<file path="src/hw/mem_pkg.sv">
`default_nettype none

package mem_pkg;

	localparam int ADDR_W      = 32;            // Byte address width
	localparam int DATA_W      = 32;            // Word width
	localparam int CACHE_LINES = 16;            // One-word lines per cache
	localparam int INDEX_W     = 4;             // Address bits 5:2
	localparam int TAG_W       = 6;             // Address bits 11:6
	localparam int RAM_WORDS   = 1024;          // Block RAM depth
	localparam int RAM_ADDR_W  = 10;            // Address bits 11:2
	localparam int BYTE_OFF_W  = 2;             // Byte lanes, ignored

	typedef logic [ADDR_W-1:0] addr_t;
	typedef logic [DATA_W-1:0] word_t;

	typedef enum logic [1:0] {
		BUS_IDLE  = 2'd0,                       // Must stay zero, idle bus is all zeros
		BUS_READ  = 2'd1,
		BUS_WRITE = 2'd2
	} bus_op_e;

	typedef enum int {
		MASTER_DCACHE = 0,                      // Bit 0 of request and grant
		MASTER_ICACHE = 1                       // Bit 1 of request and grant
	} master_e;

	typedef struct packed {
		bus_op_e op;
		addr_t   addr;
		word_t   wdata;
	} bus_req_t;                                // 66 bits toward the RAM

	typedef struct packed {
		bus_op_e op;
		addr_t   addr;
		word_t   wdata;
	} dc_req_t;                                 // Load/store port request

	typedef enum logic [1:0] {ARB_IDLE, ARB_ICACHE, ARB_DCACHE} arb_state_e;

	typedef enum logic [1:0] {CACHE_IDLE, CACHE_LOOKUP, CACHE_BUS, CACHE_RESPOND} cache_state_e;

	localparam bus_req_t BUS_REQ_IDLE = '{op: BUS_IDLE, addr: '0, wdata: '0};

	function automatic logic [INDEX_W-1:0] addr_index(addr_t a);
		return a[BYTE_OFF_W +: INDEX_W];       // Cache line select
	endfunction

	function automatic logic [TAG_W-1:0] addr_tag(addr_t a);
		return a[BYTE_OFF_W+INDEX_W +: TAG_W]; // Upper bits alias
	endfunction

	function automatic logic [RAM_ADDR_W-1:0] ram_index(addr_t a);
		return a[BYTE_OFF_W +: RAM_ADDR_W];    // RAM word select
	endfunction

endpackage

`default_nettype wire

</file>
<file path="src/hw/bus_arbiter.sv">
`timescale 1ns/1ns
`default_nettype none

module bus_arbiter
	import mem_pkg::*;
(
	input  logic       clk,
	input  logic       rst,
	input  logic [1:0] bus_req,                 // Bit per master, see master_e
	input  bus_req_t   ic_bus,
	input  bus_req_t   dc_bus,
	input  logic       bus_ready,               // RAM transfer done
	output logic [1:0] bus_ack,                 // Grant vector
	output bus_req_t   ram_req                  // Steered request
);

	arb_state_e state;
	arb_state_e state_next;

	always_ff @(posedge clk)
	begin
		if (rst)
			state <= ARB_IDLE;
		else
			state <= state_next;
	end

	always_comb
	begin
		state_next = state;                     // Hold by default
		case (state)
			ARB_IDLE:
			begin
				if (bus_req[MASTER_DCACHE])         // Data side wins a tie
					state_next = ARB_DCACHE;
				else if (bus_req[MASTER_ICACHE])
					state_next = ARB_ICACHE;
			end
			ARB_DCACHE, ARB_ICACHE:
			begin
				if (bus_ready)                      // One transfer per grant
					state_next = ARB_IDLE;
			end
			default:
				state_next = ARB_IDLE;
		endcase
	end

	always_comb
	begin
		bus_ack = '0;
		bus_ack[MASTER_DCACHE] = (state == ARB_DCACHE);
		bus_ack[MASTER_ICACHE] = (state == ARB_ICACHE);
	end

	always_comb
	begin
		case (state)
			ARB_DCACHE: ram_req = dc_bus;
			ARB_ICACHE: ram_req = ic_bus;
			default:    ram_req = BUS_REQ_IDLE; // Nothing granted
		endcase
	end

	// Only one master may own the bus
	a_grant_onehot: assert property (@(posedge clk) disable iff (rst)
		$onehot0(bus_ack));

	// A grant always has a live request behind it
	a_grant_requested: assert property (@(posedge clk) disable iff (rst)
		(bus_ack & ~bus_req) == 2'b00);

endmodule

`default_nettype wire

</file>
<file path="config.mk">
export PLATFORM = sky130hd
export DESIGN_NAME = bus_arbiter
export DESIGN_NICKNAME = d
export VERILOG_FILES = /design/src/hw/mem_pkg.sv /design/src/hw/bus_arbiter.sv
export SDC_FILE = /design/constraint.sdc
export NUM_CORES = 1
export LEC_CHECK = 0
export ABC_CLOCK_PERIOD_IN_PS = 1250
export BUFFER_PORTS_ARGS = -buffer_cell sky130_fd_sc_hd__buf_2
export CAP_MARGIN = 20
export CORE_AREA = 2 2 79 81
export DETAILED_ROUTE_END_ITERATION = 8
export DIE_AREA = 0 0 81 83
export GPL_TIMING_DRIVEN = 0
export MAX_ROUTING_LAYER = met4
export PLACE_DENSITY_LB_ADDON = 0.12
export SYNTH_ARGS = -nofsm -noshare
export SYNTH_HDL_FRONTEND = slang
export SYNTH_SLANG_ARGS = --single-unit
</file>
<file path="constraint.sdc">
create_clock -name clk -period 1.25 [get_ports clk]
set_input_delay 0.0625 -clock clk [delete_from_list [all_inputs] [get_ports clk]]
set_output_delay 0.0625 -clock clk [all_outputs]
set_load 0.05 [all_outputs]
</file>
* Yosys cells after proc, flatten, opt, wreduce, memory -nomap -nowiden *
Index checks and enable logic that the tools add are counted.

cells by class
  equal/unequal tests = 4
  muxes and demuxes = 5
  reduce and logical (&&, ||, !) cells = 3

operator list
  kind                number
  $pmux 66 s2         1
  $mux 2              3
  $pmux 2 s2          1
  $ne 3x3->1 const B  1
  $eq 2x1->1 const B  1
  $eq 2x2->1 const B  1
  $logic_not 2->1     1
  $ne 2x2->1 const B  1
  $reduce_and 2->1    1
  $reduce_or 2->1     1

storage, ports and cells
  register bits after elaboration = 2
  input port bits = 137
  output and inout port bits = 68
  word-level logic and storage cells = 13

* Longest topological paths before layout *
  depth in word-level cells = 4
  mapped depth = 6
  gate-level depth less buffers = 5

* Worst setup path after synthesis *
OpenSTA, ideal clock, no wires.

  path kind = reg2out
  start point = register state[1]
  end point = output ram_req[10] (netlist bit)
  arrival time = 2.087 ns
  required time = 1.188 ns
  setup slack = -0.900 ns
  cell stages (with the launch flop) = 7
  path buffers = 2
  path through = dfxtp_1 inv_1 ha_1 buf_4 buf_4 a22oi_1 nor2b_1

RTL lines
  element                 RTL line           text
  from (decl)             bus_arbiter.sv:17  arb_state_e state;
  from (signal assigned)  bus_arbiter.sv:25  state <= state_next;
  to (decl)               bus_arbiter.sv:14  output bus_req_t ram_req

==> results.toml <==
[cells_and_area]
fill_cells = 451
biggestRegsByFlops = "state x2"
synthToLayoutAreaGrowth_pct = 186
final_area_um2 = 3890
multiInputGateArea_um2 = 1870
stdcell_count = 456
finalNetCount = 523
diodes = 0
seq_area_um2 = 47.5
regMostFlops = "state"
drive_above_1_share_pct = 97.1
largest_reg_flops = 2

[power]
power.density_nw_per_um2 = 739
leakage_uw = 0.00158
ir_worst_vdd_mv = 0.483

[yosys]
synth_area_leader_cell = "nor2b_1"
synth_warnings = 0
synthXorXnorAreaFrac_pct = 0
synthArstFlopShare_pct = 0
synth_top_cells_by_count = "nor2b_1 (66), a22oi_1 (36), a22oi_2 (30)"
synthAdderAreaFrac_pct = 3.68
ys_ff_latch = 2
synth_area_um2 = 1360
yosys.area_share.simple_pct = 32.1
synth_seq_area_share_pct = 2.94
synth_nets = 310
synth_compound_area_share_pct = 49.3
synth_top_area_share_pct = 30.3
synth_enable_flop_cells = 0
synthDistinctLibCells = 15
yosys_most_used_dff = "dfxtp_1"
synth.most_common_cell = "nor2b_1"
synth_top_family_by_area = "compound AO/OA/AOI/OAI gates"
synth_area_per_cell_um2 = 8.06
synth_cells = 169
synth_area_leaders = "nor2b_1 (30%), a22oi_2 (28%), a22oi_1 (20%)"
synth.area.mux_share_pct = 0

[floorplanning]
die-area_um2 = 6720
die-height_um = 83
io_pins = 205
num_rows = 28
core_area_um2 = 5820
die_w_um = 81
start_util_pct = 23.4

[clock_network]
cts_buffer_depth = 2
path_clk_slew_ns = 0.03
cts.root.buffer_cell = "clkbuf_8"
clock_latency_ns = 0.22
clock-sinks = 2
cts_tree = "yes"
htree_num_levels = 1
cts_buffers = 3

[setup_path]
path_max_fanout = 10
r2r_slack_ns = 0.01
crit_arrival_ns = 1.53
crit_required_ns = 1.19
r2r_cells = 6
r2r_start = "state[0]$_SDFFE_PP0P_"
worstReg2RegEnd = "state[1]$_SDFFE_PP0P_"
startpoint = "state[0]$_SDFFE_PP0P_"
critPathCapture = "ram_req[28]"
worstSetupEndpointType = "primary output"
start_kind = "register"
path_class = "reg -> out"

[sta]
worst_pin_slew_ns = 0.314
rsz0062_at_grt = "true"
slew_violations = 0
finalCritPeriodShare_pct = 128
fmax_ghz = 0.627
hold_viol = 0
setup_viol = 66
max_slew_margin_pct = 79.1
fin_ws_ns = -0.344
clock_skew_ns = 0.00697
finalWorstPathRequiredPeriod_ns = 1.59

[global_routing]
antenna_found_initial = 0
grt_overflow = 0
grt_max_degree = 11
first_global_vias = 2255
track_usage_pct = 19.3
grt_pass1_wl_um = 10300

[route]
drt_iter0_markers = 33
viasPerCell = 4.86
wire_per_inst_um = 15.1
drc_errors = 0
first_pass_iters = 3
postRouteAntennaNets = 0
route.vias.total = 2214
wl_um = 6890

[placement]
gp_congestion = 0.788
hpwl_um = 5300
port-buffer-count = 204
post-place-cells = 448
place_area_um2 = 3180

[flow_run]
drv_cap = 0

[hold_path]
hp-class = "in -> reg"

[run_status]
status = "finished with violations"
violations = "negative setup slack"
routing by layer:
layer / track usage [%] / vias up / wire [µm]
li1: - / 1053 / -
met1: 20.0 / 1023 / 2450
met2: 37.5 / 128 / 3740
met3: 2.17 / 10 / 591
met4: 4.31 / 0 / 104
met5: - / - / 0
timing repair:
action,CTS,global route
setup buffers,1,2
pin swaps,24,22
cloned,1,0
hold endpoints to repair,0,0
hold buffers,0,0
resized for setup,140,47
endpoints found under the setup margin,66,68
report_power, final:
| part | switching, µW | leakage [µW] | internal, µW | total [µW] |
|---|---|---|---|---|
| sequential | 13.3 | 0.0000178 | 72.3 | 85.6 |
| clock | 58.9 | 0.0000228 | 217 | 276 |
| combinational | 1240 | 0.00154 | 1270 | 2520 |
| total | 1320 | 0.00158 | 1560 | 2880 |
through the flow:
stage	utilization, %	hold slack [ns]	worst slack [ns]	total power [µW]	setup TNS, ns
3_5_place_dp	54.7	0.240	-0.269	2220	-14.06
5_1_grt	67.0	0.0420	-0.394	3030	-23.68
2_1_floorplan	-	0.124	-0.168	1740	-9.67
4_1_cts	63.9	0.0196	-0.352	2810	-22.10
6_report	67.0	0.0333	-0.344	2880	-20.20
3_3_place_gp	54.7	0.235	-0.265	2210	-14.20
logic make-up after synthesis:
kind of cell	after synthesis
compound gates	70
fa+ha+maj	4
buf+inv	23
flops	2
simple gates	70
critical path, cell delays in order (launching register included):
cell and delay (ns):
dfxtp_4 0.37, inv_4 0.05, ha_4 0.16, buf_6 0.15
buf_6 0.16, a22oi_2 0.20, nor2b_4 0.07, buf_8 0.15
layout by cell type, fill, tap and decap left out:
| master | synthesis | layout |
|---|---|---|
| inv_4 | 0 | 1 |
| a21o_1 | 1 | 1 |
| buf_2 | 8 | 139 |
| clkbuf_1 | 2 | 1 |
| nand2b_1 | 3 | 2 |
| nand2b_4 | 0 | 1 |
| buf_8 | 0 | 21 |
| inv_6 | 0 | 1 |
| a21oi_1 | 2 | 1 |
| a211oi_2 | 0 | 1 |
| a22oi_1 | 36 | 4 |
| a21oi_2 | 0 | 1 |
| ha_1 | 4 | 1 |
| clkbuf_4 | 0 | 1 |
| clkbuf_8 | 0 | 3 |
| a22oi_2 | 30 | 62 |
| buf_4 | 4 | 5 |
| buf_12 | 0 | 5 |
| buf_6 | 7 | 57 |
| buf_16 | 0 | 1 |
| nand3_1 | 1 | 1 |
| dfxtp_4 | 0 | 2 |
| nor2b_4 | 0 | 66 |
| ha_4 | 0 | 3 |
layout make-up:
type / count / share of cell area (%)
clock buffer: 4 / 1.16
inverter: 2 / 0.386
tap: 75 / 2.41
buffer: 21 / 7.33
timing repair buffer: 208 / 39.6
sequential: 2 / 1.22
multi-input combinational: 144 / 47.9
how the worst min path moves through the flow:
stage | start | endpoint | slack, ns | depth (start not counted)
global route | rst | state[1]$_SDFFE_PP0P_ | 0.04 | 2
CTS | rst | state[1]$_SDFFE_PP0P_ | 0.02 | 2
finish | rst | state[0]$_SDFFE_PP0P_ | 0.03 | 2
detailed placement | rst | state[1]$_SDFFE_PP0P_ | 0.24 | 2
global placement | rst | state[1]$_SDFFE_PP0P_ | 0.23 | 2
floorplan | rst | state[1]$_SDFFE_PP0P_ | 0.12 | 1
No activity file was read; power rests on OpenSTA's default activity.
