$ cat src/hw/mem_pkg.sv
`default_nettype none

package mem_pkg;

	localparam int ADDR_W      = 32;            // Byte address width
	localparam int DATA_W      = 32;            // Word width
	localparam int CACHE_LINES = 16;            // One-word lines per cache
	localparam int INDEX_W     = 4;             // Address bits 5:2
	localparam int TAG_W       = 6;             // Address bits 11:6
	localparam int RAM_WORDS   = 1024;          // Block RAM depth
	localparam int RAM_ADDR_W  = 10;            // Address bits 11:2
	localparam int BYTE_OFF_W  = 2;             // Byte lanes, ignored

	typedef logic [ADDR_W-1:0] addr_t;
	typedef logic [DATA_W-1:0] word_t;

	typedef enum logic [1:0] {
		BUS_IDLE  = 2'd0,                       // Must stay zero, idle bus is all zeros
		BUS_READ  = 2'd1,
		BUS_WRITE = 2'd2
	} bus_op_e;

	typedef enum int {
		MASTER_DCACHE = 0,                      // Bit 0 of request and grant
		MASTER_ICACHE = 1                       // Bit 1 of request and grant
	} master_e;

	typedef struct packed {
		bus_op_e op;
		addr_t   addr;
		word_t   wdata;
	} bus_req_t;                                // 66 bits toward the RAM

	typedef struct packed {
		bus_op_e op;
		addr_t   addr;
		word_t   wdata;
	} dc_req_t;                                 // Load/store port request

	typedef enum logic [1:0] {ARB_IDLE, ARB_ICACHE, ARB_DCACHE} arb_state_e;

	typedef enum logic [1:0] {CACHE_IDLE, CACHE_LOOKUP, CACHE_BUS, CACHE_RESPOND} cache_state_e;

	localparam bus_req_t BUS_REQ_IDLE = '{op: BUS_IDLE, addr: '0, wdata: '0};

	function automatic logic [INDEX_W-1:0] addr_index(addr_t a);
		return a[BYTE_OFF_W +: INDEX_W];       // Cache line select
	endfunction

	function automatic logic [TAG_W-1:0] addr_tag(addr_t a);
		return a[BYTE_OFF_W+INDEX_W +: TAG_W]; // Upper bits alias
	endfunction

	function automatic logic [RAM_ADDR_W-1:0] ram_index(addr_t a);
		return a[BYTE_OFF_W +: RAM_ADDR_W];    // RAM word select
	endfunction

endpackage

`default_nettype wire

$ cat src/hw/dcache.sv
`timescale 1ns/1ns
`default_nettype none

module dcache
	import mem_pkg::*;
(
	input  logic     clk,
	input  logic     rst,
	input  logic     req_valid,
	input  dc_req_t  req,
	output logic     req_ready,
	output logic     rsp_valid,                 // Read data or write done
	output word_t    rsp_data,                  // Zero for writes
	output logic     bus_req,
	input  logic     bus_ack,
	output bus_req_t bus_out,
	input  word_t    bus_rdata,
	input  logic     bus_ready
);

	cache_state_e state;

	logic [CACHE_LINES-1:0] valid;
	logic [TAG_W-1:0]       tag_arr [CACHE_LINES];
	word_t                  data_arr [CACHE_LINES];

	dc_req_t            req_q;                  // Accepted request
	logic [INDEX_W-1:0] idx;
	logic [TAG_W-1:0]   tag;
	logic               is_write;
	logic               hit;
	logic               bus_done;
	logic               pending;                // Accepted, not yet answered

	assign idx = addr_index(req_q.addr);
	assign tag = addr_tag(req_q.addr);
	assign is_write = (req_q.op == BUS_WRITE);
	assign hit = valid[idx] && (tag_arr[idx] == tag);
	assign bus_done = (state == CACHE_BUS) && bus_ack && bus_ready;

	assign req_ready = (state == CACHE_IDLE);
	assign rsp_valid = (state == CACHE_RESPOND);
	assign bus_req = (state == CACHE_BUS);

	always_comb
	begin
		if (state == CACHE_BUS)
		begin
			bus_out.op = is_write ? BUS_WRITE : BUS_READ;
			bus_out.addr = req_q.addr;
			bus_out.wdata = req_q.wdata;
		end
		else
			bus_out = BUS_REQ_IDLE;
	end

	always_ff @(posedge clk)
	begin
		if (rst)
		begin
			state <= CACHE_IDLE;
			valid <= '0;
		end
		else
		begin
			case (state)
				CACHE_IDLE:
					if (req_valid)
						state <= CACHE_LOOKUP;
				CACHE_LOOKUP:
				begin
					if (!is_write && hit)
						state <= CACHE_RESPOND;       // Read hit answers in two cycles
					else
						state <= CACHE_BUS;           // Read miss or write through
				end
				CACHE_BUS:
				begin
					if (bus_done)
					begin
						if (!is_write)
							valid[idx] <= 1'b1;         // No write allocate
						state <= CACHE_RESPOND;
					end
				end
				default:
					state <= CACHE_IDLE;
			endcase
		end
	end

	always_ff @(posedge clk)
	begin
		if (req_valid && req_ready)
			req_q <= req;
		if (state == CACHE_LOOKUP && hit)
		begin
			if (is_write)
				data_arr[idx] <= req_q.wdata;       // Keep hit line current
			else
				rsp_data <= data_arr[idx];
		end
		if (bus_done)
		begin
			if (is_write)
				rsp_data <= '0;
			else
			begin
				tag_arr[idx] <= tag;
				data_arr[idx] <= bus_rdata;
				rsp_data <= bus_rdata;
			end
		end
	end

	always_ff @(posedge clk)
	begin
		if (rst)
			pending <= 1'b0;
		else if (req_valid && req_ready)
			pending <= 1'b1;
		else if (rsp_valid)
			pending <= 1'b0;
	end

	// Every response answers an earlier handshake
	a_rsp_after_req: assert property (@(posedge clk) disable iff (rst)
		rsp_valid |-> pending);

endmodule

`default_nettype wire

$ cat config.mk
export PLATFORM = sky130hd
export DESIGN_NAME = dcache
export DESIGN_NICKNAME = d
export VERILOG_FILES = /design/src/hw/mem_pkg.sv /design/src/hw/dcache.sv
export SDC_FILE = /design/constraint.sdc
export NUM_CORES = 1
export LEC_CHECK = 0
export ABC_AREA = 1
export BUFFER_PORTS_ARGS = -buffer_cell sky130_fd_sc_hd__buf_2
export CORE_AREA = 2 2 309 250
export CTS_CLUSTER_DIAMETER = 200
export CTS_CLUSTER_SIZE = 25
export DETAILED_ROUTE_END_ITERATION = 8
export DIE_AREA = 0 0 311 252
export PLACE_DENSITY = 0.56
export REMOVE_ABC_BUFFERS = 1
export SYNTH_ARGS = -nofsm -noshare
export SYNTH_HDL_FRONTEND = slang
export SYNTH_SLANG_ARGS = --single-unit
$ cat constraint.sdc
create_clock -name clk -period 4.25 [get_ports clk]
set_input_delay 0.85 -clock clk [delete_from_list [all_inputs] [get_ports clk]]
set_output_delay 0.85 -clock clk [all_outputs]
set_load 0.02 [all_outputs]
# After elaboration in Yosys (flattened, before gate mapping)
# Memories as Yosys holds them, arrays and structs flattened. A register that Yosys moved wholly into a read port is not among the register bits.
# Cells that the tools add are included.
# totals
regBits,116
ramBits,608
input_bits,103
elab_cells,57
latch_bits,0
romBits,0
mem_count,2
output_inout_bits,101
# classes
div_mod_pow,0
multipliers,0
mux,23
addsub,0
magnitude_cmp,2
bitwise_logic,3
reduce_logical,13
n_shift,0
n_eq_ne,8
# memory_table
memory,words,width,rd,rd_ports_with_merged_regs,write_ports,line,rtl
data_arr,16,32,1,1,1,dcache.sv:25,word_t data_arr [CACHE_LINES];
tag_arr,16,6,1,1,1,dcache.sv:24,logic [TAG_W-1:0] tag_arr [CACHE_LINES];
# op_table
operator,count
32-bit 2-to-1 mux,5
66-bit 2-to-1 mux,1
16-bit bitwise OR,1
1-bit 2-to-1 mux,9
4-bit 2-to-1 mux,2
1-bit logical AND,7
2-bit == test (second input constant),3
6-bit == test,1
2-bit 2-to-1 mux,3
2-bit one-hot mux with 3 select lines,1
4-bit by 5-bit < comparator with 1-bit output (second input constant),1
1-bit binary-select mux with 4-bit select,1
1-bit demux with 4-bit select,1
4-bit by 1-bit >= comparator with 1-bit output (second input constant),1
2-bit by 1-bit != test with 1-bit output (second input constant),2
2-bit AND reduction,2
3-bit AND reduction,1
2-bit by 1-bit == test with 1-bit output (second input constant),1
2-bit logical NOT,1
2-bit != test (second input constant),1
2-bit nonzero test,1
1-bit logical NOT,1
1-bit inverter,1
1-bit bitwise OR,1

# Depth between registers and ports, before layout
# logic_depth
ltp_word,7
ltp_mapped,16
ltp_nobuf,16

# Least setup slack after synthesis
# No wires, ideal clock.
# synth_path
kind,input -> register
start,input port bus_ready
end,memory data_arr[0][0] in the netlist's numbering (enable)
t_required_ps,3829
cell_stages,4
path_buffers,0
arrival_ps,2880
slack_ps,949
setup_ps,421
path_cell_list,nand3_1 -> nor2_1 -> a31oi_4 -> nor2_1
# synth_between
elab_chain_cells,4
# synth_lines
item,line,rtl
"start, declared",dcache.sv:18,input logic bus_ready
1-bit logical AND,dcache.sv:39,assign bus_done = (state == CACHE_BUS) && bus_ack && bus_ready;
1-bit 2-to-1 mux,dcache.sv:103,if (bus_done)
1-bit 2-to-1 mux (implied by the code),dcache.sv:110,data_arr[idx] <= bus_rdata;
1-bit bitwise OR (no source line),n/a,
"end, declared",dcache.sv:25,
# No other way between the ends.

==> results_dict.tcl <==
set metrics [dict create \
    status "complete, no violations" \
    antenna_found_initial 1 \
    p_sw_frac 0.378 \
    cts_htree_levels 2 \
    syn_inst 2373 \
    power_frac_clock 0.199 \
    critPathMaxFanout 47 \
    cts_resized 0 \
    synthTopCellsByArea "edfxtp_1 (73%), nand2_1 (5.5%), nor2_1 (4.7%)" \
    worst_pin_slew_ns 1.15 \
    vias 19078 \
    grt_max_degree 109 \
    crit_type "reg2out" \
    clock.fmax_mhz 279 \
    fillers 6942 \
    core_area_sq_mm 0.0750 \
    drcViolationCount 0 \
    pin_count 204 \
    gp_congestion 0.841 \
    fin_nets 2640 \
    synthSimpleGateAreaFrac 0.122 \
    start_util 0.389 \
    fin_skew_ns 0.0344 \
    critical_path.max_stage_delay_ns 0.59 \
    powerDensity_mw_per_mm2 584 \
    pre_cts_slack_ns 0.785 \
    synthDistinctLibCells 26 \
    yosys_warnings 0 \
    p_leak_nw 11.8 \
    whs_ns 0.416 \
    netlist_area_sq_mm 0.0292 \
    first_pass_iters 5 \
    rsz0062_at_grt "no" \
    hold_class "in2reg" \
    rows 90 \
    relSlewSlack 0.230 \
    slowest_stage "buf_4" \
    die_h_microns 252 \
    synth_compound_area_frac 0.0919 \
    die_w_microns 311 \
    fin_crit_sh 0.843 \
    synth_edf_count 706 \
    hold_viol 0 \
    cp.arrival_ns 2.73 \
    slew_violations 0 \
    root_buffer "clkbuf_16" \
    yosys-top-cells-count "edfxtp_1 (706), nand2_1 (424), nor2_1 (365), o21ai_0 (252), inv_1 (150)" \
    ir_worst_vdd_v 0.000346 \
    synthMuxAreaShare 0 \
    finalSetupViolCount 0 \
    synth_area_per_cell_sq_um 12.3 \
    dieArea_sq_mm 0.0784 \
    cts_tree "built" \
    seq_area_frac_synth 0.742 \
    synth_top_family_by_area "simple AND/OR/NAND/NOR gates" \
    fin_crit_ns 3.58 \
    vias_per_cell 5.37 \
    dp_hpwl_mm 50.0 \
    pwr-share-comb 0.324 \
    wl_mm 81.4 \
    ys_ff_latch 728 \
    gr-total-overflow 0 \
    cts_buffer_depth 3 \
    cap_violations 0 \
    synth-xor-area-share 0 \
    end_kind "output port" \
    p_seq_frac 0.477 \
    path_cells "inv_1 -> ha_4 -> buf_4 -> buf_4 -> inv_1 -> nor2_1 -> buf_2" \
    cp-start-kind "flop" \
    async_reset_ff_frac 0 \
    fin_ws_ns 0.667 \
    cts_inserted_buffers 35 \
    p_int_mw 11.8 \
    utilization 0.433 \
    syn2layout_area_growth_pct 11.2 \
    post_drt_wl_per_cell_microns 22.9 \
    portBuffers 203 \
    ys.flop_type "edfxtp_1" \
    yosysTopAreaCellShare 0.727 \
    grt_pass1_wl_mm 120 \
    cts_setup_buffers 0 \
    grt.total_usage 0.204 \
    grt_pass1_vias 18124 \
    final_layout_size_suffix_gt1_frac 0.135 \
    insertion_delay_ns 0.60 \
    worst-endpoint-required_ns 3.40 \
    clk_pin_slew_ns 0.10 \
    synth_fa_ha_area_frac 0.00172 \
    ctsHoldBuffers 0 \
    p_sw_mw 7.17 \
    yosys.area.top_type "edfxtp_1" \
    ant_nets 0 \
    fin_tns_setup_ns 0 \
    cts_sinks 728 \
    synth_most_common_cell "edfxtp_1" \
    drt_iter0_markers 2183 \
]
## final timing paths
path,start,endpoint,slack (ns),cells after the start
worst max-delay path,state[0],bus_out[64],0.67,7
worst min-delay path,req[23],req_q[23],0.42,1
worst max register to register,idx[0],data_arr[14][30],0.73,15
worst min register to register,valid[0],valid[0],0.48,2
## logic make-up (layout without fill, tap and decap cells)
| family | count (synthesis) | count (layout) |
|---|---|---|
| buffers and inverters | 304 | 469 |
| adders and majority gates | 4 | 4 |
| other | 0 | 1 |
| DFF | 728 | 728 |
| AOI/OAI and AO/OA | 434 | 434 |
| and+or+nand+nor | 903 | 903 |
## cell type report
class | count | area, sq um | share of cell area
Inverter | 156 | 598 | 0.0184
Sequential cell | 728 | 21700 | 0.667
Multi-Input combinational cell | 1341 | 6400 | 0.197
Antenna cell | 1 | 2.50 | 0.0000771
Tap cell | 1012 | 1270 | 0.0390
Clock inverter | 2 | 38.8 | 0.00120
Timing Repair Buffer | 271 | 1590 | 0.0490
Clock buffer | 40 | 895 | 0.0276
## critical path: cells and delay by family, from the launching register on
family / cells / cell delay [ns]
adder cells (fa/ha/maj): 1 / 0.20
buffers and inverters: 5 / 1.41
flip-flops: 1 / 0.35
AND/OR/NAND/NOR: 1 / 0.13
## layout by cell type, fill, tap and decap left out, drive strengths merged, types with 2 or more instances in the layout
cell,Yosys,routed
edfxtp,706,706
clkinv,1,2
nor2,377,377
o221ai,104,104
o211ai,27,27
ha,4,4
o21ai,275,275
nand3,101,101
inv,155,156
buf,43,271
clkbuf,105,40
dfxtp,22,22
nand2,424,424
o22ai,24,24
## power groups by stage
stage | clock [mW] | combinational [mW] | sequential, mW
finish | 3.77 | 6.15 | 9.03
global route | 4.04 | 6.78 | 9.08
CTS | 3.83 | 6.16 | 9.03
detailed placement | 0 | 6.14 | 9.19
global placement | 0 | 6.09 | 9.18
floorplan | 0 | 3.41 | 9.40
## metrics by stage
step                cells  power (mW)  cell area, sq um
floorplan            2225        12.8             28500
finish               3551        18.9             32400
CTS                  3550        19.0             32400
detailed placement   3508        15.3             31500
global placement     3508        15.3             31500
global route         3550        19.9             32400
## flip-flops by register name, indices dropped and copies added, names as in the netlist, named ones only
register and cells:
data_arr 512, idx 4, req_q 62, rsp_data 32
state 2, tag_arr 96, valid 16
## metal layers
metal	track usage	wire length, microns
met4	0.0504	1790
met5	0	0
met1	0.311	37600
met2	0.305	35700
met3	0.0335	6260
No activity file was read; power rests on OpenSTA's default activity.
