$ cat src/hw/mem_pkg.sv
`default_nettype none

package mem_pkg;

	localparam int ADDR_W      = 32;            // Byte address width
	localparam int DATA_W      = 32;            // Word width
	localparam int CACHE_LINES = 16;            // One-word lines per cache
	localparam int INDEX_W     = 4;             // Address bits 5:2
	localparam int TAG_W       = 6;             // Address bits 11:6
	localparam int RAM_WORDS   = 1024;          // Block RAM depth
	localparam int RAM_ADDR_W  = 10;            // Address bits 11:2
	localparam int BYTE_OFF_W  = 2;             // Byte lanes, ignored

	typedef logic [ADDR_W-1:0] addr_t;
	typedef logic [DATA_W-1:0] word_t;

	typedef enum logic [1:0] {
		BUS_IDLE  = 2'd0,                       // Must stay zero, idle bus is all zeros
		BUS_READ  = 2'd1,
		BUS_WRITE = 2'd2
	} bus_op_e;

	typedef enum int {
		MASTER_DCACHE = 0,                      // Bit 0 of request and grant
		MASTER_ICACHE = 1                       // Bit 1 of request and grant
	} master_e;

	typedef struct packed {
		bus_op_e op;
		addr_t   addr;
		word_t   wdata;
	} bus_req_t;                                // 66 bits toward the RAM

	typedef struct packed {
		bus_op_e op;
		addr_t   addr;
		word_t   wdata;
	} dc_req_t;                                 // Load/store port request

	typedef enum logic [1:0] {ARB_IDLE, ARB_ICACHE, ARB_DCACHE} arb_state_e;

	typedef enum logic [1:0] {CACHE_IDLE, CACHE_LOOKUP, CACHE_BUS, CACHE_RESPOND} cache_state_e;

	localparam bus_req_t BUS_REQ_IDLE = '{op: BUS_IDLE, addr: '0, wdata: '0};

	function automatic logic [INDEX_W-1:0] addr_index(addr_t a);
		return a[BYTE_OFF_W +: INDEX_W];       // Cache line select
	endfunction

	function automatic logic [TAG_W-1:0] addr_tag(addr_t a);
		return a[BYTE_OFF_W+INDEX_W +: TAG_W]; // Upper bits alias
	endfunction

	function automatic logic [RAM_ADDR_W-1:0] ram_index(addr_t a);
		return a[BYTE_OFF_W +: RAM_ADDR_W];    // RAM word select
	endfunction

endpackage

`default_nettype wire

$ cat src/hw/icache.sv
`timescale 1ns/1ns
`default_nettype none

module icache
	import mem_pkg::*;
(
	input  logic     clk,
	input  logic     rst,
	input  logic     req_valid,
	input  addr_t    req_addr,
	output logic     req_ready,
	output logic     rsp_valid,                 // One-cycle pulse
	output word_t    rsp_data,
	output logic     bus_req,
	input  logic     bus_ack,                   // Our grant bit
	output bus_req_t bus_out,
	input  word_t    bus_rdata,
	input  logic     bus_ready
);

	cache_state_e state;

	logic [CACHE_LINES-1:0] valid;              // Cleared in reset
	logic [TAG_W-1:0]       tag_arr [CACHE_LINES];
	word_t                  data_arr [CACHE_LINES];

	addr_t              addr_q;                 // Accepted fetch address
	logic [INDEX_W-1:0] idx;
	logic [TAG_W-1:0]   tag;
	logic               hit;
	logic               bus_done;

	assign idx = addr_index(addr_q);
	assign tag = addr_tag(addr_q);
	assign hit = valid[idx] && (tag_arr[idx] == tag);
	assign bus_done = (state == CACHE_BUS) && bus_ack && bus_ready;

	assign req_ready = (state == CACHE_IDLE);   // Low until response ends
	assign rsp_valid = (state == CACHE_RESPOND);
	assign bus_req = (state == CACHE_BUS);      // Drops the cycle after ready

	always_comb
	begin
		if (state == CACHE_BUS)
			bus_out = '{op: BUS_READ, addr: addr_q, wdata: '0};
		else
			bus_out = BUS_REQ_IDLE;
	end

	always_ff @(posedge clk)
	begin
		if (rst)
		begin
			state <= CACHE_IDLE;
			valid <= '0;
		end
		else
		begin
			case (state)
				CACHE_IDLE:
					if (req_valid)
						state <= CACHE_LOOKUP;
				CACHE_LOOKUP:
					state <= hit ? CACHE_RESPOND : CACHE_BUS;
				CACHE_BUS:
				begin
					if (bus_done)
					begin
						valid[idx] <= 1'b1;           // Line now filled
						state <= CACHE_RESPOND;
					end
				end
				default:
					state <= CACHE_IDLE;          // Response cycle over
			endcase
		end
	end

	always_ff @(posedge clk)
	begin
		if (req_valid && req_ready)
			addr_q <= req_addr;
		if (state == CACHE_LOOKUP && hit)
			rsp_data <= data_arr[idx];           // Hit path
		if (bus_done)
		begin
			tag_arr[idx] <= tag;                 // Refill overwrites old line
			data_arr[idx] <= bus_rdata;
			rsp_data <= bus_rdata;
		end
	end

	// Fetch side is read only
	a_no_write: assert property (@(posedge clk) disable iff (rst)
		bus_out.op != BUS_WRITE);

endmodule

`default_nettype wire

$ cat config.mk
export PLATFORM = sky130hd
export DESIGN_NAME = icache
export DESIGN_NICKNAME = d
export VERILOG_FILES = /design/src/hw/mem_pkg.sv /design/src/hw/icache.sv
export SDC_FILE = /design/constraint.sdc
export NUM_CORES = 1
export LEC_CHECK = 0
export ABC_AREA = 1
export ABC_CLOCK_PERIOD_IN_PS = 7900
export BUFFER_PORTS_ARGS = -buffer_cell sky130_fd_sc_hd__buf_2
export CAP_MARGIN = 40
export CORE_MARGIN = 2
export CORE_UTILIZATION = 50
export CTS_CLUSTER_SIZE = 30
export DETAILED_ROUTE_END_ITERATION = 12
export PLACE_DENSITY = 0.74
export SYNTH_ARGS = -nofsm -noshare
export SYNTH_HDL_FRONTEND = slang
export SYNTH_SLANG_ARGS = --single-unit
$ cat constraint.sdc
create_clock -name clk -period 7.9 [get_ports clk]
set_input_delay 1.185 -clock clk [delete_from_list [all_inputs] [get_ports clk]]
set_output_delay 1.185 -clock clk [all_outputs]
set_load 0.05 [all_outputs]
Word-level counts from Yosys, hierarchy flattened
Memories as Yosys holds them, arrays and structs flattened. A register that Yosys moved wholly into a read port is not among the register bits.
Index checks and enable logic that the tools add are counted.
{"block": "word_totals", "regBits": 50, "ramBits": 608, "output_inout_bits": 101, "n_memories": 2, "word_cells": 36, "input_bits": 69}
{"block": "op_classes", "n_bitwise": 1, "eq_ne": 6, "reduce_logical": 10, "mux": 12, "order_cmp": 2}
{"memory": "data_arr", "words": 16, "word_bits": 32, "read_ports": 1, "rd_ports_with_merged_regs": 1, "write_ports": 1, "line": "icache.sv:25", "text": "word_t data_arr [CACHE_LINES];"}
{"memory": "tag_arr", "words": 16, "word_bits": 6, "read_ports": 1, "rd_ports_with_merged_regs": 1, "write_ports": 1, "line": "icache.sv:24", "text": "logic [TAG_W-1:0] tag_arr [CACHE_LINES];"}
{"operator": "2-to-1 mux 65 bit", "count": 1}
{"operator": "OR 16 bit", "count": 1}
{"operator": "== test 6 bit", "count": 1}
{"operator": "logical AND 1 bit", "count": 6}
{"operator": "case mux 2 bit (3 select lines)", "count": 1}
{"operator": "less-than comparator 4 x 5 -> 1 bit, second input constant", "count": 1}
{"operator": "2-to-1 mux 1 bit", "count": 5}
{"operator": "binary-select mux 1 bit (select 4 bit)", "count": 1}
{"operator": "demux 1 bit (select 4 bit)", "count": 1}
{"operator": "== test 2 bit, second input constant", "count": 2}
{"operator": "greater-or-equal comparator 4 x 1 -> 1 bit, second input constant", "count": 1}
{"operator": "2-to-1 mux 2 bit", "count": 2}
{"operator": "2-to-1 mux 4 bit", "count": 1}
{"operator": "AND reduction 2 bit", "count": 2}
{"operator": "== test 2 x 1 -> 1 bit, second input constant", "count": 1}
{"operator": "zero test 2 bit", "count": 1}
{"operator": "!= test 2 x 1 -> 1 bit, second input constant", "count": 1}
{"operator": "!= test 2 bit, second input constant", "count": 1}
{"operator": "nonzero test 2 bit", "count": 1}

Depth between registers and ports, before layout
Gate-level depths: netlist (run 1).
{"block": "logic_depth", "ltp_word": 5, "depth_mapped": 16, "ltp_nobuf": 15}

Worst setup path before layout (run 1)
Ideal clock, no wire load.
{"block": "synth_timing", "kind": "in2reg", "from": "input port bus_ready", "to": "memory data_arr[0][0] (netlist bit) (enable)", "stages": 4, "arrival_time_ps": 3292, "setup_time_ps": 435, "path_slack_ps": 4173, "path_buffers": 0, "required_time_ps": 7465, "path_cell_list": "nand3_1 clkinv_1 nand2_1 nor2_1"}
{"block": "synth_between", "elab_chain_len": 3}
{"item": "from (decl)", "line": "icache.sv:18", "text": "input logic bus_ready"}
{"item": "logical AND 1 bit", "line": "icache.sv:36", "text": "assign bus_done = (state == CACHE_BUS) && bus_ack && bus_ready;"}
{"item": "2-to-1 mux 1 bit", "line": "icache.sv:85", "text": "if (bus_done)"}
{"item": "2-to-1 mux 1 bit (not written as such)", "line": "icache.sv:88", "text": "data_arr[idx] <= bus_rdata;"}
{"item": "to (decl)", "line": "icache.sv:25"}
No other way between the ends.

Worst setup path after layout (run 1)
{"block": "layout_timing", "from": "input port bus_ack", "to": "memory data_arr[5][22] (netlist bit) (enable)"}
{"block": "layout_between", "elab_chain_len": 4}
{"item": "from (decl)", "line": "icache.sv:15", "text": "input logic bus_ack,"}
{"item": "logical AND 1 bit (2 in series)", "line": "icache.sv:36"}
{"item": "2-to-1 mux 1 bit", "line": "icache.sv:85"}
{"item": "2-to-1 mux 1 bit (not written as such)", "line": "icache.sv:88"}
No other way between the ends.

==> flow_metrics.env, run 1 <==
export IMPL_status="completed"
export IMPL_overflow=0
export IMPL_post_cts_setup_buffers=0
export IMPL_min_period_ns=3.95
export IMPL_drive_above_1_share_pct=14.9
export IMPL_nFillCells=3897
export IMPL_synthAdderAreaFrac_pct=0.190
export IMPL_synth_ff_type="edfxtp_1"
export IMPL_yosysTopAreaCell="edfxtp_1"
export IMPL_ys_warn_count=0
export IMPL_arrival_ns=4.20
export IMPL_dr_pass1_iters=5
export IMPL_yosys_area_top_type_share_pct=76.4
export IMPL_grt_usage_pct=22.7
export IMPL_async_flop_share_pct=0
export IMPL_routedWlPerCell_um=23.1
export IMPL_skew_ns=0.0213
export IMPL_finalNonFillerCells=2678
export IMPL_drc=0
export IMPL_cts_root_buffer="clkbuf_16"
export IMPL_place_inst=2552
export IMPL_ys_seq_area_share_pct=78.1
export IMPL_internal_power_mw=6.53
export IMPL_synth_top_family_by_area="compound AO/OA/AOI/OAI gates"
export IMPL_grt_max_degree=73
export IMPL_h_tree_depth=3
export IMPL_hold_buffers=0
export IMPL_drv_slew=0
export IMPL_synth_simple_area_share_pct=6.63
export IMPL_drt_initial_drc_count=1899
export IMPL_antenna_found_initial=3
export IMPL_synth_common_cells="672 x edfxtp_1, 257 x a22oi_1, 252 x nand2_1"
export IMPL_ys_ff_latch=694
export IMPL_fin_crit_sh_pct=50.0
export IMPL_coreArea_sq_um=52300
export IMPL_std_cell_rows=84
export IMPL_vias=15800
export IMPL_place_hpwl_mm=35.3
export IMPL_die_h_um=234
export IMPL_synthXorXnorAreaFrac_pct=0
export IMPL_clkSlewWorstSetupHoldPaths_ns=0.06
export IMPL_grt_pass1_vias=15500
export IMPL_ios=170
export IMPL_comb_power_share_pct=18.3
export IMPL_tightest_slew_ns=0.924
export IMPL_cts_sinks=694
export IMPL_synthTopCellsByArea="edfxtp_1 76%, a22oi_1 7.3%, nand2_1 3.6%, a21oi_1 2.4%, dfxtp_1 1.7%"
export IMPL_synth_distinct_cells=26
export IMPL_path_max_fanout=47
export IMPL_hold_worst_slack_ns=0.467
export IMPL_p_sw_share_pct=29.1
export IMPL_synthMuxAreaShare_pct=0
export IMPL_hold_violations=0
export IMPL_antenna_left=0
export IMPL_relSlewSlack_pct=38.4
export IMPL_syn_inst=1791
export IMPL_port_buffers=136
export IMPL_hold_path_class="reg -> reg"
export IMPL_p_leak_nw=10.5
export IMPL_cts_tree="built"
export IMPL_die_x_um=234
export IMPL_viasPerCell=5.89
export IMPL_start_util_pct=50.4
export IMPL_fin_util_pct=57.6
export IMPL_finalInstanceArea_sq_um=30100
export IMPL_syn_avg_cell_area_sq_um=14.7
export IMPL_layout_setup_ws_ns=3.95
export IMPL_syn_to_final_growth_pct=14.2
export IMPL_pre_cts_ws_ns=3.40
export IMPL_setup_violations=0
export IMPL_power_mw=9.21
export IMPL_vdd_drop_max_uv=161
export IMPL_wirelength_mm=61.8
export IMPL_nets=2008
export IMPL_netlist_area_sq_um=26400
export IMPL_powerDensity_nw_per_um2=305
export IMPL_die_area_sq_um=54700
export IMPL_seqPwrFrac_pct=46.8
export IMPL_synth_compound_area_share_pct=10.8
export IMPL_cts_buffers=69
export IMPL_crit_required_ns=8.15
export IMPL_max_freq_mhz=253
export IMPL_cts_resized=0
export IMPL_p_clk_share_pct=34.9
export IMPL_path_class="in -> reg"
export IMPL_maxCapViolCount=0
export IMPL_yosysMostFrequentCell="edfxtp_1"
export IMPL_rsz0062_at_grt="no"
export IMPL_cp_start_kind="input port"
export IMPL_end_kind="register"
export IMPL_dpl_instance_area_sq_um=27900
export IMPL_setup_tns_ns=0
export IMPL_p_sw_mw=2.68
export IMPL_synth_edf_count=672
export IMPL_routabilityCongestion=0.829
export IMPL_worstSkewPairLatency_ns=0.61
export IMPL_grt_pass1_wl_mm=92.9
export IMPL_clk_path_buf_depth=3
==> worst max-delay path, stage by stage <==
cell and delay (ns):
buf_2 0.09, nand3_1 0.62, inv_2 0.49, buf_12 0.29, nand2_1 0.29, nor2_4 0.70
buf_4 0.47
==> per-layer routing <==
layer | vias to the layer above | wire length, um | part of all wire, % | global-route usage [%]
met3 | 123 | 5240 | 8.5 | 3.56
met4 | 4 | 1800 | 2.9 | 8.96
li1 | 6989 | - | - | -
met5 | - | 27 | 0.044 | 0
met1 | 7778 | 24400 | 39 | 31.1
met2 | 869 | 30400 | 49 | 36.8
==> cell type report <==
| class | instances | area, sq um | share of cell area (%) |
|---|---|---|---|
| Clock inverter | 39 | 355 | 1.18 |
| Clock buffer | 86 | 1860 | 6.18 |
| Tap cell | 688 | 861 | 2.86 |
| Multi-Input combinational cell | 900 | 4930 | 16.4 |
| Antenna cell | 1 | 2.50 | 0.00830 |
| Timing Repair Buffer | 173 | 1150 | 3.80 |
| Sequential cell | 694 | 20600 | 68.4 |
| Inverter | 97 | 369 | 1.22 |
==> cells by family (layout without fill, tap and decap cells) <==
family                     count (synthesis)  after routing
buffers and inverters                    229            395
adders and majority gates                  4              4
other                                      1             34
AOI/OAI and AO/OA                        434            434
DFF                                      694            694
and+or+nand+nor                          429            429
==> sequential cells by signal (all words and copies together) (netlist names), named ones only <==
name and count:
rsp_data 32, tag_arr 96, addr_q 32, valid 16, data_arr 512, state 2
==> worst paths after layout <==
path | depth (start not counted) | startpoint | slack [ns] | end
max | 7 | bus_ack | 3.95 | data_arr[5][22]
min reg2reg | 2 | valid[10] | 0.47 | valid[10]
max reg2reg | 8 | state[0] | 4.03 | data_arr[5][22]
min | 2 | valid[10] | 0.47 | valid[10]
==> layout by cell type (no fill, tap or decap), drive strengths merged <==
| cell type | synthesis | layout |
|---|---|---|
| conb | 1 | 33 |
| bufinv | 0 | 6 |
| clkinvlp | 0 | 2 |
| a22oi | 257 | 257 |
| nor4 | 20 | 20 |
| nand2 | 252 | 252 |
| nor2 | 88 | 88 |
| nand3 | 67 | 67 |
| a211oi | 13 | 13 |
| clkinv | 3 | 30 |
| a21oi | 129 | 129 |
| inv | 94 | 98 |
| diode | 0 | 1 |
| or2 | 1 | 1 |
| ha | 4 | 4 |
| dfxtp | 22 | 22 |
| edfxtp | 672 | 672 |
| buf | 105 | 173 |
| o21ai | 31 | 31 |
| o211ai | 4 | 4 |
| nor3 | 1 | 1 |
| clkbuf | 27 | 86 |
==> power groups by stage <==
stage | Combinational (mW) | Clock (mW) | Sequential [mW]
after CTS | 1.67 | 3.26 | 4.31
final | 1.69 | 3.22 | 4.31
after global routing | 1.82 | 3.39 | 4.32
after global placement | 1.61 | 0 | 4.38
after detailed placement | 1.66 | 0 | 4.38
after floorplan | 1.17 | 0 | 4.38
No activity file was read; power rests on OpenSTA's default activity.
==> inputs of run 2 (changes only) <==
--- a/config.mk
+++ b/config.mk
@@ -6,7 +6,7 @@
 export NUM_CORES = 1
 export LEC_CHECK = 0
 export ABC_AREA = 1
-export ABC_CLOCK_PERIOD_IN_PS = 7900
+export ABC_CLOCK_PERIOD_IN_PS = 3900
 export BUFFER_PORTS_ARGS = -buffer_cell sky130_fd_sc_hd__buf_2
 export CAP_MARGIN = 40
 export CORE_MARGIN = 2
==> constraint.sdc (replaced) <==
create_clock -name clk -period 3.9 [get_ports clk]
set_input_delay 0.585 -clock clk [delete_from_list [all_inputs] [get_ports clk]]
set_output_delay 0.585 -clock clk [all_outputs]
set_load 0.05 [all_outputs]
==> flow_metrics.env, run 2 (synthesized netlist as in run 1, its figures left out) <==
export IMPL_status="completed"
export IMPL_place_inst=2561
export IMPL_grt_pass1_wl_mm=94.1
export IMPL_maxCapViolCount=0
export IMPL_seqCellArea_sq_um=20600
export IMPL_path_max_fanout=61
export IMPL_cts_resized=0
export IMPL_crit_required_ns=4.32
export IMPL_crit_chain="inv_2, nor2_4, buf_4, buf_4, a22oi_1, a21oi_1, nor4_1, o21ai_1"
export IMPL_clk_path_buf_depth=3
export IMPL_routedWlPerCell_um=23.5
export IMPL_cts_sinks=694
export IMPL_cts_buffers=67
export IMPL_die_x_um=234
export IMPL_grt_usage_pct=23.0
export IMPL_wirelength_mm=62.9
export IMPL_vdd_drop_max_uv=302
export IMPL_layout_commonest_cell="edfxtp_1"
export IMPL_syn_to_final_growth_pct=13.7
export IMPL_port_buffers=136
export IMPL_nets=2015
export IMPL_viasPerCell=5.90
export IMPL_std_cell_rows=84
export IMPL_hold_violations=0
export IMPL_fin_crit_sh_pct=77.0
export IMPL_nFillCells=3890
export IMPL_antenna_left=0
export IMPL_place_hpwl_mm=33.6
export IMPL_drc=0
export IMPL_drive_above_1_share_pct=15.6
export IMPL_die_area_sq_um=54700
export IMPL_die_h_um=234
export IMPL_multi_input_area_sq_um=4930
export IMPL_h_tree_depth=3
export IMPL_hold_buffers=0
export IMPL_end_kind="register"
export IMPL_grt_pass1_vias=15600
export IMPL_slowest_stage="buf_4"
export IMPL_crit_top_cell="buf_4"
export IMPL_ios=170
export IMPL_setup_violations=0
export IMPL_setup_tns_ns=0
export IMPL_finalNonFillerCells=2684
export IMPL_largest_register_ffs=512
export IMPL_path_buf_inv=3
export IMPL_start_util_pct=50.4
export IMPL_min_period_ns=3.00
export IMPL_antenna_found_initial=3
export IMPL_dr_pass1_iters=5
export IMPL_overflow=0
export IMPL_cts_root_buffer="clkbuf_16"
export IMPL_coreArea_sq_um=52300
export IMPL_final_cell_mix="672 x edfxtp_1, 257 x a22oi_1, 249 x nand2_1"
export IMPL_vias=15800
export IMPL_critPathMaxStageDelay_ns=0.69
export IMPL_tightest_slew_ns=0.811
export IMPL_drt_initial_drc_count=2163
export IMPL_powerDensity_nw_per_um2=607
export IMPL_arrival_ns=3.42
export IMPL_routabilityCongestion=0.826
export IMPL_hold_path_class="in -> reg"
export IMPL_worstSkewPairLatency_ns=0.60
export IMPL_max_freq_mhz=333
export IMPL_grt_max_degree=129
export IMPL_drv_slew=0
export IMPL_rsz0062_at_grt="no"
export IMPL_top_register="data_arr"
export IMPL_cp_top_family="buffers and inverters"
export IMPL_top_regs="data_arr: 512 flops, tag_arr: 96 flops"
export IMPL_relSlewSlack_pct=45.9
export IMPL_clkSlewWorstSetupHoldPaths_ns=0.06
export IMPL_skew_ns=0.0228
export IMPL_post_cts_setup_buffers=0
export IMPL_path_class="reg -> reg"
export IMPL_p_leak_nw=10.5
export IMPL_cp_start_kind="register"
export IMPL_cts_tree="built"
-- run 2: changes by cell type in the layout (fill, tap and decap cells not counted), moves of 3 or more --
cell / change
bufinv_16: -4
clkinv_2: +7
buf_16: -5
clkinv_1: -6
clkbuf_16: -4
buf_12: +3
buf_4: +11
clkbuf_8: +3
-- run 2: routing by layer --
metal  up-vias  GRT usage, %  part of all wire [%]  routed length, um
met3       143          3.83                   9.0               5670
li1       7005             -                     -                  -
met4         4          9.22                   3.2               2000
met1      7802          31.8                    40              24900
met2       881          36.9                    48              30400
met5         -             0                 0.043                 27
-- run 2: layout make-up --
type                    instances  share of cell area [%]
diodes                          1                 0.00834
clock buffers                  83                    5.99
clock inverters                39                   0.909
inverters                      97                    1.23
multi-input cells             900                    16.4
flip-flops and latches        694                    68.7
well taps                     688                    2.87
repair buffers                182                    3.84
-- run 2: worst paths after layout --
kind | startpoint | end | slack, ns | cells past startpoint
worst max-delay path | addr_q[3] | rsp_data[17] | 0.90 | 8
worst min-delay path | req_addr[20] | addr_q[20] | 0.17 | 1
worst max register to register | addr_q[3] | rsp_data[17] | 0.90 | 8
worst min register to register | valid[7] | valid[7] | 0.47 | 2
-- run 2: metrics by stage --
step	power [mW]	hold slack [ns]	instance area [sq um]	utilization, %	setup WS, ns
3_5_place_dp	12.2	0.458	27900	53.4	0.939
5_1_grt	18.8	0.148	30000	57.3	0.788
6_report	18.2	0.168	30000	57.3	0.895
2_1_floorplan	11.2	0.440	26500	-	0.214
4_1_cts	18.3	0.144	30000	57.3	0.882
3_3_place_gp	12.1	0.451	27900	53.4	0.965
-- run 2: power by group --
group	total [mW]	internal (mW)	switching (mW)
Clock	6.12	3.43	2.69
Combinational	3.39	0.902	2.48
Sequential	8.70	8.51	0.191
-- run 2: worst reg2reg max path, stage by stage, from the launching register on --
cell      delay [ns]
edfxtp_1        0.56
inv_2           0.18
nor2_4          0.21
buf_4           0.69
buf_4           0.55
a22oi_1         0.14
a21oi_1         0.21
nor4_1          0.09
o21ai_1         0.21
==> inputs of run 3 (changes only) <==
--- a/config.mk
+++ b/config.mk
@@ -5,8 +5,8 @@
 export SDC_FILE = /design/constraint.sdc
 export NUM_CORES = 1
 export LEC_CHECK = 0
-export ABC_AREA = 1
-export ABC_CLOCK_PERIOD_IN_PS = 3900
+export ABC_AREA = 0
+export ABC_CLOCK_PERIOD_IN_PS = 2900
 export BUFFER_PORTS_ARGS = -buffer_cell sky130_fd_sc_hd__buf_2
 export CAP_MARGIN = 40
 export CORE_MARGIN = 2
==> constraint.sdc (replaced) <==
create_clock -name clk -period 2.9 [get_ports clk]
set_input_delay 0.435 -clock clk [delete_from_list [all_inputs] [get_ports clk]]
set_output_delay 0.435 -clock clk [all_outputs]
set_load 0.05 [all_outputs]
==> flow_metrics.env, run 3 <==
export IMPL_powerDensity_nw_per_um2=788
export IMPL_arrival_ns=3.03
export IMPL_dr_pass1_iters=5
export IMPL_layout_commonest_cell="edfxtp_1"
export IMPL_grt_usage_pct=21.4
export IMPL_largest_register_ffs=512
export IMPL_clkSlewWorstSetupHoldPaths_ns=0.06
export IMPL_hold_worst_slack_ns=0.0310
export IMPL_cp_start_kind="register"
export IMPL_seqCellArea_sq_um=20600
export IMPL_critPathCapture="rsp_data[7]"
export IMPL_crit_required_ns=3.20
export IMPL_reg2reg_slack_ns=0.17
export IMPL_skew_ns=0.0231
export IMPL_power_mw=24.8
export IMPL_setup_violations=0
export IMPL_cts_sinks=694
export IMPL_routedWlPerCell_um=26.0
export IMPL_cts_root_buffer="clkbuf_16"
export IMPL_grt_pass1_wl_mm=86.9
export IMPL_synthTopCellsByArea="edfxtp_1 76%, mux4_2 15%, dfxtp_1 1.6%, nand2_1 1.5%, buf_4 1.0%"
export IMPL_fin_crit_sh_pct=94.1
export IMPL_antenna_found_initial=2
export IMPL_p_sw_mw=6.33
export IMPL_ys_ff_latch=694
export IMPL_path_class="reg -> reg"
export IMPL_worstSkewPairLatency_ns=0.61
export IMPL_grt_max_degree=46
export IMPL_multi_input_area_sq_um=5870
export IMPL_syn_inst=1249
export IMPL_synth_distinct_cells=42
export IMPL_die_h_um=235
export IMPL_syn_avg_cell_area_sq_um=21.4
export IMPL_internal_power_mw=18.5
export IMPL_drv_slew=0
export IMPL_p_leak_nw=10.6
export IMPL_dpl_instance_area_sq_um=28900
export IMPL_finalInstanceArea_sq_um=31500
export IMPL_p_sw_share_pct=25.5
export IMPL_die_x_um=235
export IMPL_maxCapViolCount=0
export IMPL_seqPwrFrac_pct=46.8
export IMPL_wirelength_mm=58.1
export IMPL_setup_tns_ns=0
export IMPL_grt_pass1_vias=13600
export IMPL_yosysTopAreaCell="edfxtp_1"
export IMPL_ys_seq_area_share_pct=77.2
export IMPL_path_max_fanout=17
export IMPL_die_area_sq_um=55300
export IMPL_drive_above_1_share_pct=34.2
export IMPL_hold_violations=0
export IMPL_synth_ff_type="edfxtp_1"
export IMPL_std_cell_rows=84
export IMPL_nets=1563
export IMPL_nFillCells=3650
export IMPL_routabilityCongestion=0.757
export IMPL_hold_path_class="in -> reg"
export IMPL_cts_tree="built"
export IMPL_drt_initial_drc_count=1376
export IMPL_drc=0
export IMPL_netlist_area_sq_um=26700
export IMPL_top_regs="data_arr: 512 flops, tag_arr: 96 flops"
export IMPL_status="completed"
export IMPL_end_kind="register"
export IMPL_overflow=0
export IMPL_place_hpwl_mm=32.3
export IMPL_start_util_pct=50.7
export IMPL_comb_power_share_pct=17.2
export IMPL_yosys_area_top_type_share_pct=75.5
export IMPL_port_buffers=136
export IMPL_rsz0062_at_grt="no"
export IMPL_synth_common_cells="672 x edfxtp_1, 181 x mux4_2, 104 x nand2_1"
export IMPL_h_tree_depth=3
export IMPL_tightest_slew_ns=0.800
export IMPL_coreArea_sq_um=52700
export IMPL_ys_warn_count=0
export IMPL_syn_to_final_growth_pct=17.8
export IMPL_clk_path_buf_depth=3
export IMPL_async_flop_share_pct=0
export IMPL_yosysMostFrequentCell="edfxtp_1"
export IMPL_synth_edf_count=672
export IMPL_antenna_left=0
export IMPL_vdd_drop_max_uv=757
export IMPL_relSlewSlack_pct=46.7
export IMPL_viasPerCell=5.86
export IMPL_cts_buffers=69
export IMPL_pre_cts_ws_ns=0.0410
export IMPL_r2r_cells=8
export IMPL_p_clk_share_pct=36.0
export IMPL_worstReg2RegEnd="rsp_data[7]"
export IMPL_layout_setup_ws_ns=0.172
export IMPL_vias=13100
export IMPL_min_period_ns=2.73
export IMPL_final_cell_mix="672 x edfxtp_1, 181 x mux4_2, 136 x buf_2"
export IMPL_top_register="data_arr"
export IMPL_max_freq_mhz=367
export IMPL_ios=170
-- run 3: cell types whose count changed in the layout (fill, tap and decap cells not counted), moves of 19 or more --
cell and change:
dlygate4sd3_1 +26, nand2_1 -145, mux2i_1 +19, a21oi_1 -128, and2_1 +32, mux4_2 +181, nand3_1 -64, a22oi_1 -255
nor4_1 -20, nor2_1 -32, inv_1 -84
-- run 3: what timing repair did --
item / 4_1_cts / 5_1_grt
buffers inserted: 0 / 0
hold buffers: 26 / 0
endpoints found under the hold margin: 26 / 0
gates resized for setup: 0 / 2
endpoints found under the setup margin: 0 / 32
-- run 3: worst min path at each step --
stage / slack, ns / cells past startpoint / endpoint / start
after floorplan: 0.43 / 2 / valid[10] / valid[10]
after global placement: 0.44 / 2 / valid[5] / valid[5]
after detailed placement: 0.46 / 2 / valid[6] / valid[6]
after CTS: 0.003 / 1 / addr_q[5] / req_addr[5]
after global routing: 0.003 / 1 / addr_q[6] / req_addr[6]
final: 0.03 / 1 / addr_q[6] / req_addr[6]
-- run 3: worst max-delay path: stages (launching register included) --
cell and delay [ns]:
dfxtp_2 0.43, buf_4 0.29, mux2_2 0.38, nor3b_1 0.24, or4_1 0.16, a31oi_1 0.08
or3_4 0.40, o21ai_4 0.22, buf_12 0.21
-- run 3: cell type report --
| class | count | share of cell area, % |
|---|---|---|
| inverter | 5 | 0.0596 |
| sequential | 694 | 65.5 |
| tap | 688 | 2.74 |
| multi-input combinational | 486 | 18.7 |
| timing repair buffer | 234 | 5.74 |
| clock buffer | 92 | 6.15 |
| antenna | 2 | 0.0159 |
| clock inverter | 36 | 1.13 |
-- run 3: routing by layer --
metal  global-route usage (%)  vias up  part of all wire [%]
met1                     29.7     6874                    40
met3                     4.34       81                   8.2
li1                         -     5506                     -
met2                     35.1      658                    51
met5                        0        -                     0
met4                     5.20        0                   1.6
-- run 3: power groups by stage --
stage	Sequential [mW]	Clock (mW)	Combinational [mW]
5_1_grt	11.6	9.45	4.55
2_1_floorplan	11.8	0	3.07
3_5_place_dp	11.8	0	4.25
6_report	11.6	8.93	4.26
3_3_place_gp	11.8	0	4.18
4_1_cts	11.6	9.07	4.30
-- run 3: kinds of logic (layout without fill, tap and decap cells) --
group / Yosys count / in the layout / share of synthesized area (%)
AND/OR/NAND/NOR: 212 / 212 / 3.52
buffers and inverters: 101 / 367 / 1.98
AO/OA/AOI/OAI: 21 / 21 / 0.557
XOR/XNOR: 6 / 6 / 0.197
adder cells (fa/ha/maj): 4 / 4 / 0.187
flip-flops: 694 / 694 / 77.2
other: 1 / 35 / 0.0140
multiplexers: 210 / 210 / 16.4
-- run 3: per-stage QoR --
step	util [%]	std cells
2_1_floorplan	-	1281
3_3_place_gp	54.9	2081
3_5_place_dp	54.9	2081
4_1_cts	59.8	2235
5_1_grt	59.8	2236
6_report	59.8	2237
